$ cat config.mk
export PLATFORM = sky130hd
export DESIGN_NAME = multicore
export DESIGN_NICKNAME = d
export VERILOG_FILES = /design/src/mc_pkg.sv /design/src/start_sequencer.sv /design/src/neuron_core.sv /design/src/core_array.sv /design/src/result_arbiter.sv /design/src/multicore.sv
export SDC_FILE = /design/constraint.sdc
export NUM_CORES = 2
export LEC_CHECK = 0
export BUFFER_PORTS_ARGS = -buffer_cell sky130_fd_sc_hd__buf_2
export CAP_MARGIN = 20
export CORE_MARGIN = 1
export CORE_UTILIZATION = 50
export DETAILED_ROUTE_END_ITERATION = 8
export GPL_ROUTABILITY_DRIVEN = 0
export PLACE_DENSITY = 0.68
export SLEW_MARGIN = 20
export SYNTH_ARGS = -nofsm -noshare
export SYNTH_HDL_FRONTEND = slang
export SYNTH_HIERARCHICAL = 1
export SYNTH_SLANG_ARGS = --single-unit
$ cat constraint.sdc
create_clock -name clk -period 5.8 [get_ports clk]
set_input_delay 0.29 -clock clk [delete_from_list [all_inputs] [get_ports clk]]
set_output_delay 0.29 -clock clk [all_outputs]
set_load 0.005 [all_outputs]
$ cat src/mc_pkg.sv
package mc_pkg;

	localparam int ACC_W = 32; // Holds 16 full-scale products without overflow.

	// Signed input sample shared by all cores.
	typedef logic signed [18:0] sample_t;

	typedef logic signed [7:0] weight_t;

	// Result after clamping to 28 bits.
	typedef logic signed [27:0] result_t;

	typedef logic [4:0] win_len_t; // Legal values are 1 to 16.

	typedef logic [3:0] out_code_t;

	localparam out_code_t OUT_NONE   = 4'd0;
	localparam out_code_t OUT_RESULT = 4'd1;
	localparam out_code_t OUT_SAT    = 4'd2; // The window sum was clamped.

	typedef enum logic [1:0] {
		SEQ_IDLE,
		SEQ_STAGGER,
		SEQ_RUN
	} seq_state_t;

endpackage

$ cat src/start_sequencer.sv
module start_sequencer #(
	parameter int N_CORES = 4,
	parameter int STAGGER = 15
) (
	input  logic                 clk,
	input  logic                 rst,
	input  logic                 start,
	input  mc_pkg::win_len_t     win_len,
	output logic [N_CORES-1:0]   run,
	output mc_pkg::win_len_t     win_len_q
);

	localparam int CNT_W = $clog2(STAGGER + 1);
	localparam int IDX_W = $clog2(N_CORES + 1);

	mc_pkg::seq_state_t state;
	logic [CNT_W-1:0]   cnt;
	logic [IDX_W-1:0]   idx; // Next core to be released.

	always_ff @(posedge clk) begin
		if (rst) begin
			state     <= mc_pkg::SEQ_IDLE;
			run       <= '0;
			cnt       <= '0;
			idx       <= '0;
			win_len_q <= 5'd16;
		end else begin
			case (state)
				mc_pkg::SEQ_IDLE: begin
					if (start) begin
						win_len_q <= win_len;
						run       <= {{(N_CORES - 1){1'b0}}, 1'b1};
						cnt       <= '0;
						idx       <= IDX_W'(1);
						state     <= (N_CORES == 1) ? mc_pkg::SEQ_RUN : mc_pkg::SEQ_STAGGER;
					end
				end
				mc_pkg::SEQ_STAGGER: begin
					if (cnt == CNT_W'(STAGGER - 1)) begin
						run <= run | (N_CORES'(1) << idx); // Release one more core.
						cnt <= '0;
						idx <= idx + 1'b1;
						if (idx == IDX_W'(N_CORES - 1)) begin
							state <= mc_pkg::SEQ_RUN;
						end
					end else begin
						cnt <= cnt + 1'b1;
					end
				end
				mc_pkg::SEQ_RUN: begin
					state <= mc_pkg::SEQ_RUN; // Start pulses are ignored until reset.
				end
				default: begin
					state <= mc_pkg::SEQ_IDLE;
				end
			endcase
		end
	end

endmodule

$ cat src/neuron_core.sv
module neuron_core (
	input  logic               clk,
	input  logic               rst,
	input  logic               run,
	input  mc_pkg::win_len_t   win_len,
	input  mc_pkg::sample_t    sample_in,
	input  logic               weight_wr,
	input  mc_pkg::weight_t    weight_data,
	output mc_pkg::result_t    result,
	output mc_pkg::out_code_t  code
);

	localparam int RES_W  = $bits(mc_pkg::result_t);
	localparam int PROD_W = $bits(mc_pkg::sample_t) + $bits(mc_pkg::weight_t);

	mc_pkg::weight_t                weight_q;
	logic signed [PROD_W-1:0]       product;
	logic signed [mc_pkg::ACC_W-1:0] acc;
	logic signed [mc_pkg::ACC_W-1:0] total;
	mc_pkg::win_len_t               count;
	logic                           last;
	logic                           fits;
	mc_pkg::result_t                clamped;

	always_comb begin
		product = sample_in * weight_q;
		total   = acc + product; // Product is sign extended to the accumulator width.
		last    = (count == win_len - 5'd1);

		// The sum fits when all bits above the result sign bit agree with it.
		fits = (&total[mc_pkg::ACC_W-1:RES_W-1]) | (~|total[mc_pkg::ACC_W-1:RES_W-1]);

		if (fits) begin
			clamped = total[RES_W-1:0];
		end else if (total[mc_pkg::ACC_W-1]) begin
			clamped = {1'b1, {(RES_W - 1){1'b0}}};
		end else begin
			clamped = {1'b0, {(RES_W - 1){1'b1}}};
		end
	end

	always_ff @(posedge clk) begin
		if (rst) begin
			weight_q <= 8'sd1;
			acc      <= '0;
			count    <= '0;
			code     <= mc_pkg::OUT_NONE;
		end else begin
			code <= mc_pkg::OUT_NONE;
			if (weight_wr) begin
				weight_q <= weight_data; // Used from the next sample on.
			end
			if (run) begin
				if (last) begin
					acc   <= '0; // Next window starts on the following edge.
					count <= '0;
					code  <= fits ? mc_pkg::OUT_RESULT : mc_pkg::OUT_SAT;
				end else begin
					acc   <= total;
					count <= count + 5'd1;
				end
			end
		end
	end

	always_ff @(posedge clk) begin
		if (run && last) begin
			result <= clamped;
		end
	end

endmodule

$ cat src/core_array.sv
module core_array #(
	parameter int N_CORES = 4
) (
	input  logic                                             clk,
	input  logic                                             rst,
	input  logic [N_CORES-1:0]                               run,
	input  mc_pkg::win_len_t                                 win_len,
	input  mc_pkg::sample_t                                  sample_in,
	input  logic                                             weight_wr,
	input  logic [$clog2(N_CORES)-1:0]                       weight_addr,
	input  mc_pkg::weight_t                                  weight_data,
	output logic [N_CORES*$bits(mc_pkg::result_t)-1:0]       core_result,
	output logic [N_CORES*$bits(mc_pkg::out_code_t)-1:0]     core_code
);

	localparam int RES_W  = $bits(mc_pkg::result_t);
	localparam int CODE_W = $bits(mc_pkg::out_code_t);
	localparam int IDX_W  = $clog2(N_CORES);

	logic [N_CORES-1:0] wr_sel;

	for (genvar c = 0; c < N_CORES; c++) begin : g_core
		assign wr_sel[c] = weight_wr && (weight_addr == IDX_W'(c));

		neuron_core i_core (
			.clk         (clk),
			.rst         (rst),
			.run         (run[c]),
			.win_len     (win_len),
			.sample_in   (sample_in),
			.weight_wr   (wr_sel[c]),
			.weight_data (weight_data),
			.result      (core_result[c*RES_W +: RES_W]),
			.code        (core_code[c*CODE_W +: CODE_W])
		);
	end

endmodule

$ cat src/result_arbiter.sv
module result_arbiter #(
	parameter int N_CORES = 4
) (
	input  logic                                         clk,
	input  logic                                         rst,
	input  logic [N_CORES*$bits(mc_pkg::result_t)-1:0]   core_result,
	input  logic [N_CORES*$bits(mc_pkg::out_code_t)-1:0] core_code,
	output mc_pkg::result_t                              result,
	output mc_pkg::out_code_t                            result_code,
	output logic [$clog2(N_CORES)-1:0]                   result_core,
	output logic [15:0]                                  drop_count
);

	localparam int RES_W  = $bits(mc_pkg::result_t);
	localparam int CODE_W = $bits(mc_pkg::out_code_t);
	localparam int IDX_W  = $clog2(N_CORES);
	localparam int CNT_W  = $clog2(N_CORES + 1);

	logic               sel_valid;
	logic [IDX_W-1:0]   sel_idx;
	mc_pkg::result_t    sel_result;
	mc_pkg::out_code_t  sel_code;
	logic [CNT_W-1:0]   n_valid;
	logic [CNT_W-1:0]   drops;
	logic [16:0]        drop_sum;

	always_comb begin
		sel_valid  = 1'b0;
		sel_idx    = '0;
		sel_result = '0;
		sel_code   = mc_pkg::OUT_NONE;
		n_valid    = '0;
		// Walk down so the lowest valid index is the one left selected.
		for (int c = N_CORES - 1; c >= 0; c--) begin
			if (core_code[c*CODE_W +: CODE_W] != mc_pkg::OUT_NONE) begin
				sel_valid  = 1'b1;
				sel_idx    = IDX_W'(c);
				sel_result = core_result[c*RES_W +: RES_W];
				sel_code   = core_code[c*CODE_W +: CODE_W];
				n_valid    = n_valid + 1'b1;
			end
		end
		drops    = sel_valid ? n_valid - 1'b1 : '0;
		drop_sum = drop_count + drops;
	end

	always_ff @(posedge clk) begin
		if (rst) begin
			result_code <= mc_pkg::OUT_NONE;
			drop_count  <= '0;
		end else begin
			result_code <= sel_code;
			drop_count  <= drop_sum[16] ? 16'hffff : drop_sum[15:0]; // Saturates.
		end
	end

	always_ff @(posedge clk) begin
		if (sel_valid) begin
			result      <= sel_result;
			result_core <= sel_idx;
		end
	end

endmodule

$ cat src/multicore.sv
module multicore #(
	parameter int N_CORES = 4,
	parameter int STAGGER = 15
) (
	input  logic                           clk,
	input  logic                           rst,
	input  mc_pkg::sample_t                sample_in,
	input  logic                           start,
	input  mc_pkg::win_len_t               win_len,
	input  logic                           weight_wr,
	input  logic [$clog2(N_CORES)-1:0]     weight_addr,
	input  mc_pkg::weight_t                weight_data,
	output mc_pkg::result_t                result,
	output mc_pkg::out_code_t              result_code,
	output logic [$clog2(N_CORES)-1:0]     result_core,
	output logic [N_CORES-1:0]             active,
	output logic [15:0]                    drop_count
);

	mc_pkg::win_len_t                                   win_len_q;
	logic [N_CORES*$bits(mc_pkg::result_t)-1:0]         core_result;
	logic [N_CORES*$bits(mc_pkg::out_code_t)-1:0]       core_code;

	// The run levels double as the active mask.
	start_sequencer #(
		.N_CORES (N_CORES),
		.STAGGER (STAGGER)
	) i_seq (
		.clk       (clk),
		.rst       (rst),
		.start     (start),
		.win_len   (win_len),
		.run       (active),
		.win_len_q (win_len_q)
	);

	core_array #(
		.N_CORES (N_CORES)
	) i_array (
		.clk         (clk),
		.rst         (rst),
		.run         (active),
		.win_len     (win_len_q),
		.sample_in   (sample_in),
		.weight_wr   (weight_wr),
		.weight_addr (weight_addr),
		.weight_data (weight_data),
		.core_result (core_result),
		.core_code   (core_code)
	);

	result_arbiter #(
		.N_CORES (N_CORES)
	) i_arb (
		.clk         (clk),
		.rst         (rst),
		.core_result (core_result),
		.core_code   (core_code),
		.result      (result),
		.result_code (result_code),
		.result_core (result_core),
		.drop_count  (drop_count)
	);

endmodule

==> run_results.csv <==
group,metric,value,unit
pwr,vdd_drop_max,0.0004386,V
worst_setup_path,worst_path_largest_cell_delay,0.60,ns
grt,grt_remaining_overflow,0,
synthesis,syn_area_per_cell,9.700,sq um
pwr,power.total,17.98,mW
clock_network,clockBufferDepth,3,
worst_setup_path,slowest_stage,"fa_1",
finish,post-route-util,60.91,%
sta,finalCritPeriodShare,101.3,%
worst_setup_path,path_max_fanout,5,
grt,grt_pass1_wl,191800,microns
clock_network,clkLatencyLatePin,0.62,ns
finish,multi_input_area,32540,sq um
worst_setup_path,path_class,"reg -> reg",
synthesis,synth_seq_area_share,20.38,%
sta,rsz0062_at_grt,"yes",
die,core,85280,sq um
finish,nNetsFinal,5939,
clock_network,cts_htree_levels,2,
die,fp.dieH,295.7,microns
grt,first_global_vias,34610,
outcome,status,"finished, violations left",
finish,area_growth,20.48,%
die,fp.dieArea,87410,sq um
finish,seqCellArea,8840,sq um
place,placement.cell_area,48340,sq um
place,pre_cts_ws,-0.4633,ns
sta,slew_viol_final,0,
flow_run,max-cap-violations,0,
routing,first_pass_iters,7,
worst_setup_path,worst-endpoint-required,6.13,ns
finish,drive_gt1_share,20.38,%
finish,design_area,51950,sq um
die,fp.dieW,295.7,microns
clock_network,cts.sinks,368,
die,io_pins,92,
pwr,power.density,346.1,nW/um^2
finish,nFillCells,7020,
sta,fin_ws,-0.07519,ns
clock_network,clkTransAtPathRegs,0.07,ns
routing,num_vias,34020,
synthesis,ys.flop_type,"dfxtp_1",
routing,drt-total-wl,124400,microns
sta,fmax,0.1702,GHz
synthesis,synthesis.instances,4445,
sta,fin_crit,5.875,ns
synthesis,yosys_warnings,6,
worst_setup_path,arrival,6.21,ns
synthesis,netlist_top_cells_area,"fa_1 31%, dfxtp_1 10%, edfxtp_1 9.9%",
routing,wl_per_cell,20.38,microns
synthesis,synth_area_leader_cell,"fa_1",
place,hpwl,97700,microns
clock_network,cts_tree,"done",
die,initial_core_util,50.56,%
grt,grt_usage,28.31,%
sta,slew_headroom,25.77,%
worst_setup_path,cp-start-kind,"flip-flop",
worst_hold_path,holdCritPathClass,"in -> reg",
routing,ant_nets,0,
synthesis,yosysTopAreaCellShare,31.43,%
sta,finalSetupViolCount,27,
finish,layoutNonFillerInstCount,6104,
synthesis,ys_ff_latch,368,
place,port-buffer-count,91,
clock_network,clock-root-buffer,"clkbuf_16",
die,rows,107,
grt,antenna_found_initial,11,
pwr,p_leak,24.18,nW
synthesis,synth_area,43120,sq um
worst_setup_path,critical_path.endpoint_type,"flip-flop",
place,placedCellCount,5948,
synthesis,synthArstFlopShare,0,%
routing,via_per_inst,5.574,
synthesis,ys_types,113,
synthesis,synth-edff-count,142,
routing,drtIter0Drc,2832,
worst_setup_path,path_common_cell,"fa_1",
outcome,violations,"setup timing",
routing,drc,0,
clock_network,cts_inserted_buffers,44,
sta,hold_viol_final,0,
sta,skew,0.03923,ns
worst_setup_path,path_cells,"and2_4 -> fa_1 -> inv_2 -> fa_1 -> inv_2 -> fa_1 -> fa_1 -> fa_1 -> ha_4 -> o211ai_1 -> o211ai_1 -> a21oi_2 -> o311ai_2 -> buf_4 -> a21oi_4 -> xnor2_2 -> nor4_2 -> nand2b_4 -> clkbuf_16 -> nand2_1",
sta,worst_pin_slew,1.114,ns
grt,grt_max_degree,114,
through the flow:
step,setup TNS [ns],hold WS [ns]
after floorplan,0,0.4124
after global placement,-31.10,0.4495
after detailed placement,-41.45,0.4552
after CTS,0,0.02908
after global routing,-12.41,0.04265
final,-1.243,0.04813
cell usage after synthesis (all sizes together), types with 23 or more instances:
master and instances:
nor3 26, a21o 40, nand2b 28, nand4 54, nand2 414, nor2 281, nand3 92, dfxtp 226
inv 555, xor2 72, edfxtp 142, a221oi 31, ha 308, buf 63, a21oi 198, xnor2 108
o21ai 206, and3 25, mux2i 39, clkbuf 146, o211ai 23, and2 372, fa 677, a22oi 62
logic make-up (layout without fill, tap and decap cells):
kind of cell	Yosys count	after routing	share of synthesized area (%)
buffers and inverters	770	1272	7.133
other	4	16	0.03481
flip-flops	368	368	20.38
AND/OR/NAND/NOR	1374	1375	16.00
multiplexers	41	41	1.016
XOR/XNOR	180	180	3.857
AO/OA/AOI/OAI	723	723	11.20
adder cells (fa/ha/maj)	985	985	40.37
layout by cell type (no fill, tap or decap), drive strengths merged, types with 61 or more instances in the layout:
cell type and n:
xor2 72, xnor2 108, nand2 414, edfxtp 142, buf 612, a21oi 198
and2 372, dfxtp 226, o21ai 206, clkbuf 61, nor2 282, a22oi 62
nand3 92, fa 677, inv 560, ha 308
per-layer routing:
metal / part of all wire, % / wire length (microns) / global-route usage (%)
met1: 41 / 50790 / 37.57
met2: 46 / 57570 / 45.54
met3: 9.1 / 11360 / 6.768
met4: 3.7 / 4636 / 9.276
met5: 0.046 / 57 / 0
cell type report:
type                    instances  share of cell area [%]
well taps                    1144                   2.755
clock buffers                  49                   2.216
clock inverters                33                  0.7467
diodes                          8                 0.03854
flip-flops and latches        368                   17.02
inverters                     561                   4.058
repair buffers                629                   10.53
multi-input cells            3312                   62.64
registers in the layout, summed over array words and instances, names as in the netlist:
name / flops
i_array/g_core.i_core/acc: 128
i_seq/cnt: 4
i_array/g_core.i_core/result: 112
i_seq/win_len_q: 5
i_array/g_core.i_core/weight_q: 32
i_arb/drop_count: 16
i_array/g_core.i_core/count: 20
i_array/g_core.i_core/code: 8
i_arb/result_core: 2
i_seq/run: 4
i_arb/result_code: 4
i_arb/result: 28
i_seq/idx: 3
i_seq/state: 2
report_power, final:
part	internal, mW	switching [mW]
Combinational	5.24	6.38
Clock	1.76	1.25
Sequential	3.17	0.175
Total	10.2	7.81
final timing paths:
path                                              from                                    to  slack, ns  cells past startpoint
hold / removal                          weight_data[0]  i_array/g_core[2].i_core/weight_q[0]       0.05                      2
hold reg to reg       i_array/g_core[1].i_core/acc[10]      i_array/g_core[1].i_core/acc[10]       0.46                      2
setup reg to reg  i_array/g_core[2].i_core/weight_q[4]   i_array/g_core[2].i_core/result[19]      -0.08                     20
setup / recovery  i_array/g_core[2].i_core/weight_q[4]   i_array/g_core[2].i_core/result[19]      -0.08                     20
what timing repair did:
| action | CTS | global route |
|---|---|---|
| endpoints found under the setup margin | 86 | 128 |
| resized for setup | 19 | 308 |
| hold buffers | 5 | 0 |
| pin swaps | 5 | 112 |
| hold endpoints to repair | 5 | 0 |
| buffers inserted | 5 | 45 |
| cloned | 0 | 11 |
worst max-delay path: cells and delay by family, from the launching register on:
family	cells	cell delay [ns]
AO/OA/AOI/OAI	5	0.84
XOR/XNOR	1	0.17
adder cells (fa/ha/maj)	6	2.93
buffers and inverters	4	0.44
flip-flops	1	0.34
AND/OR/NAND/NOR	4	0.88
Note: power is estimated with default switching activity, not from simulation.
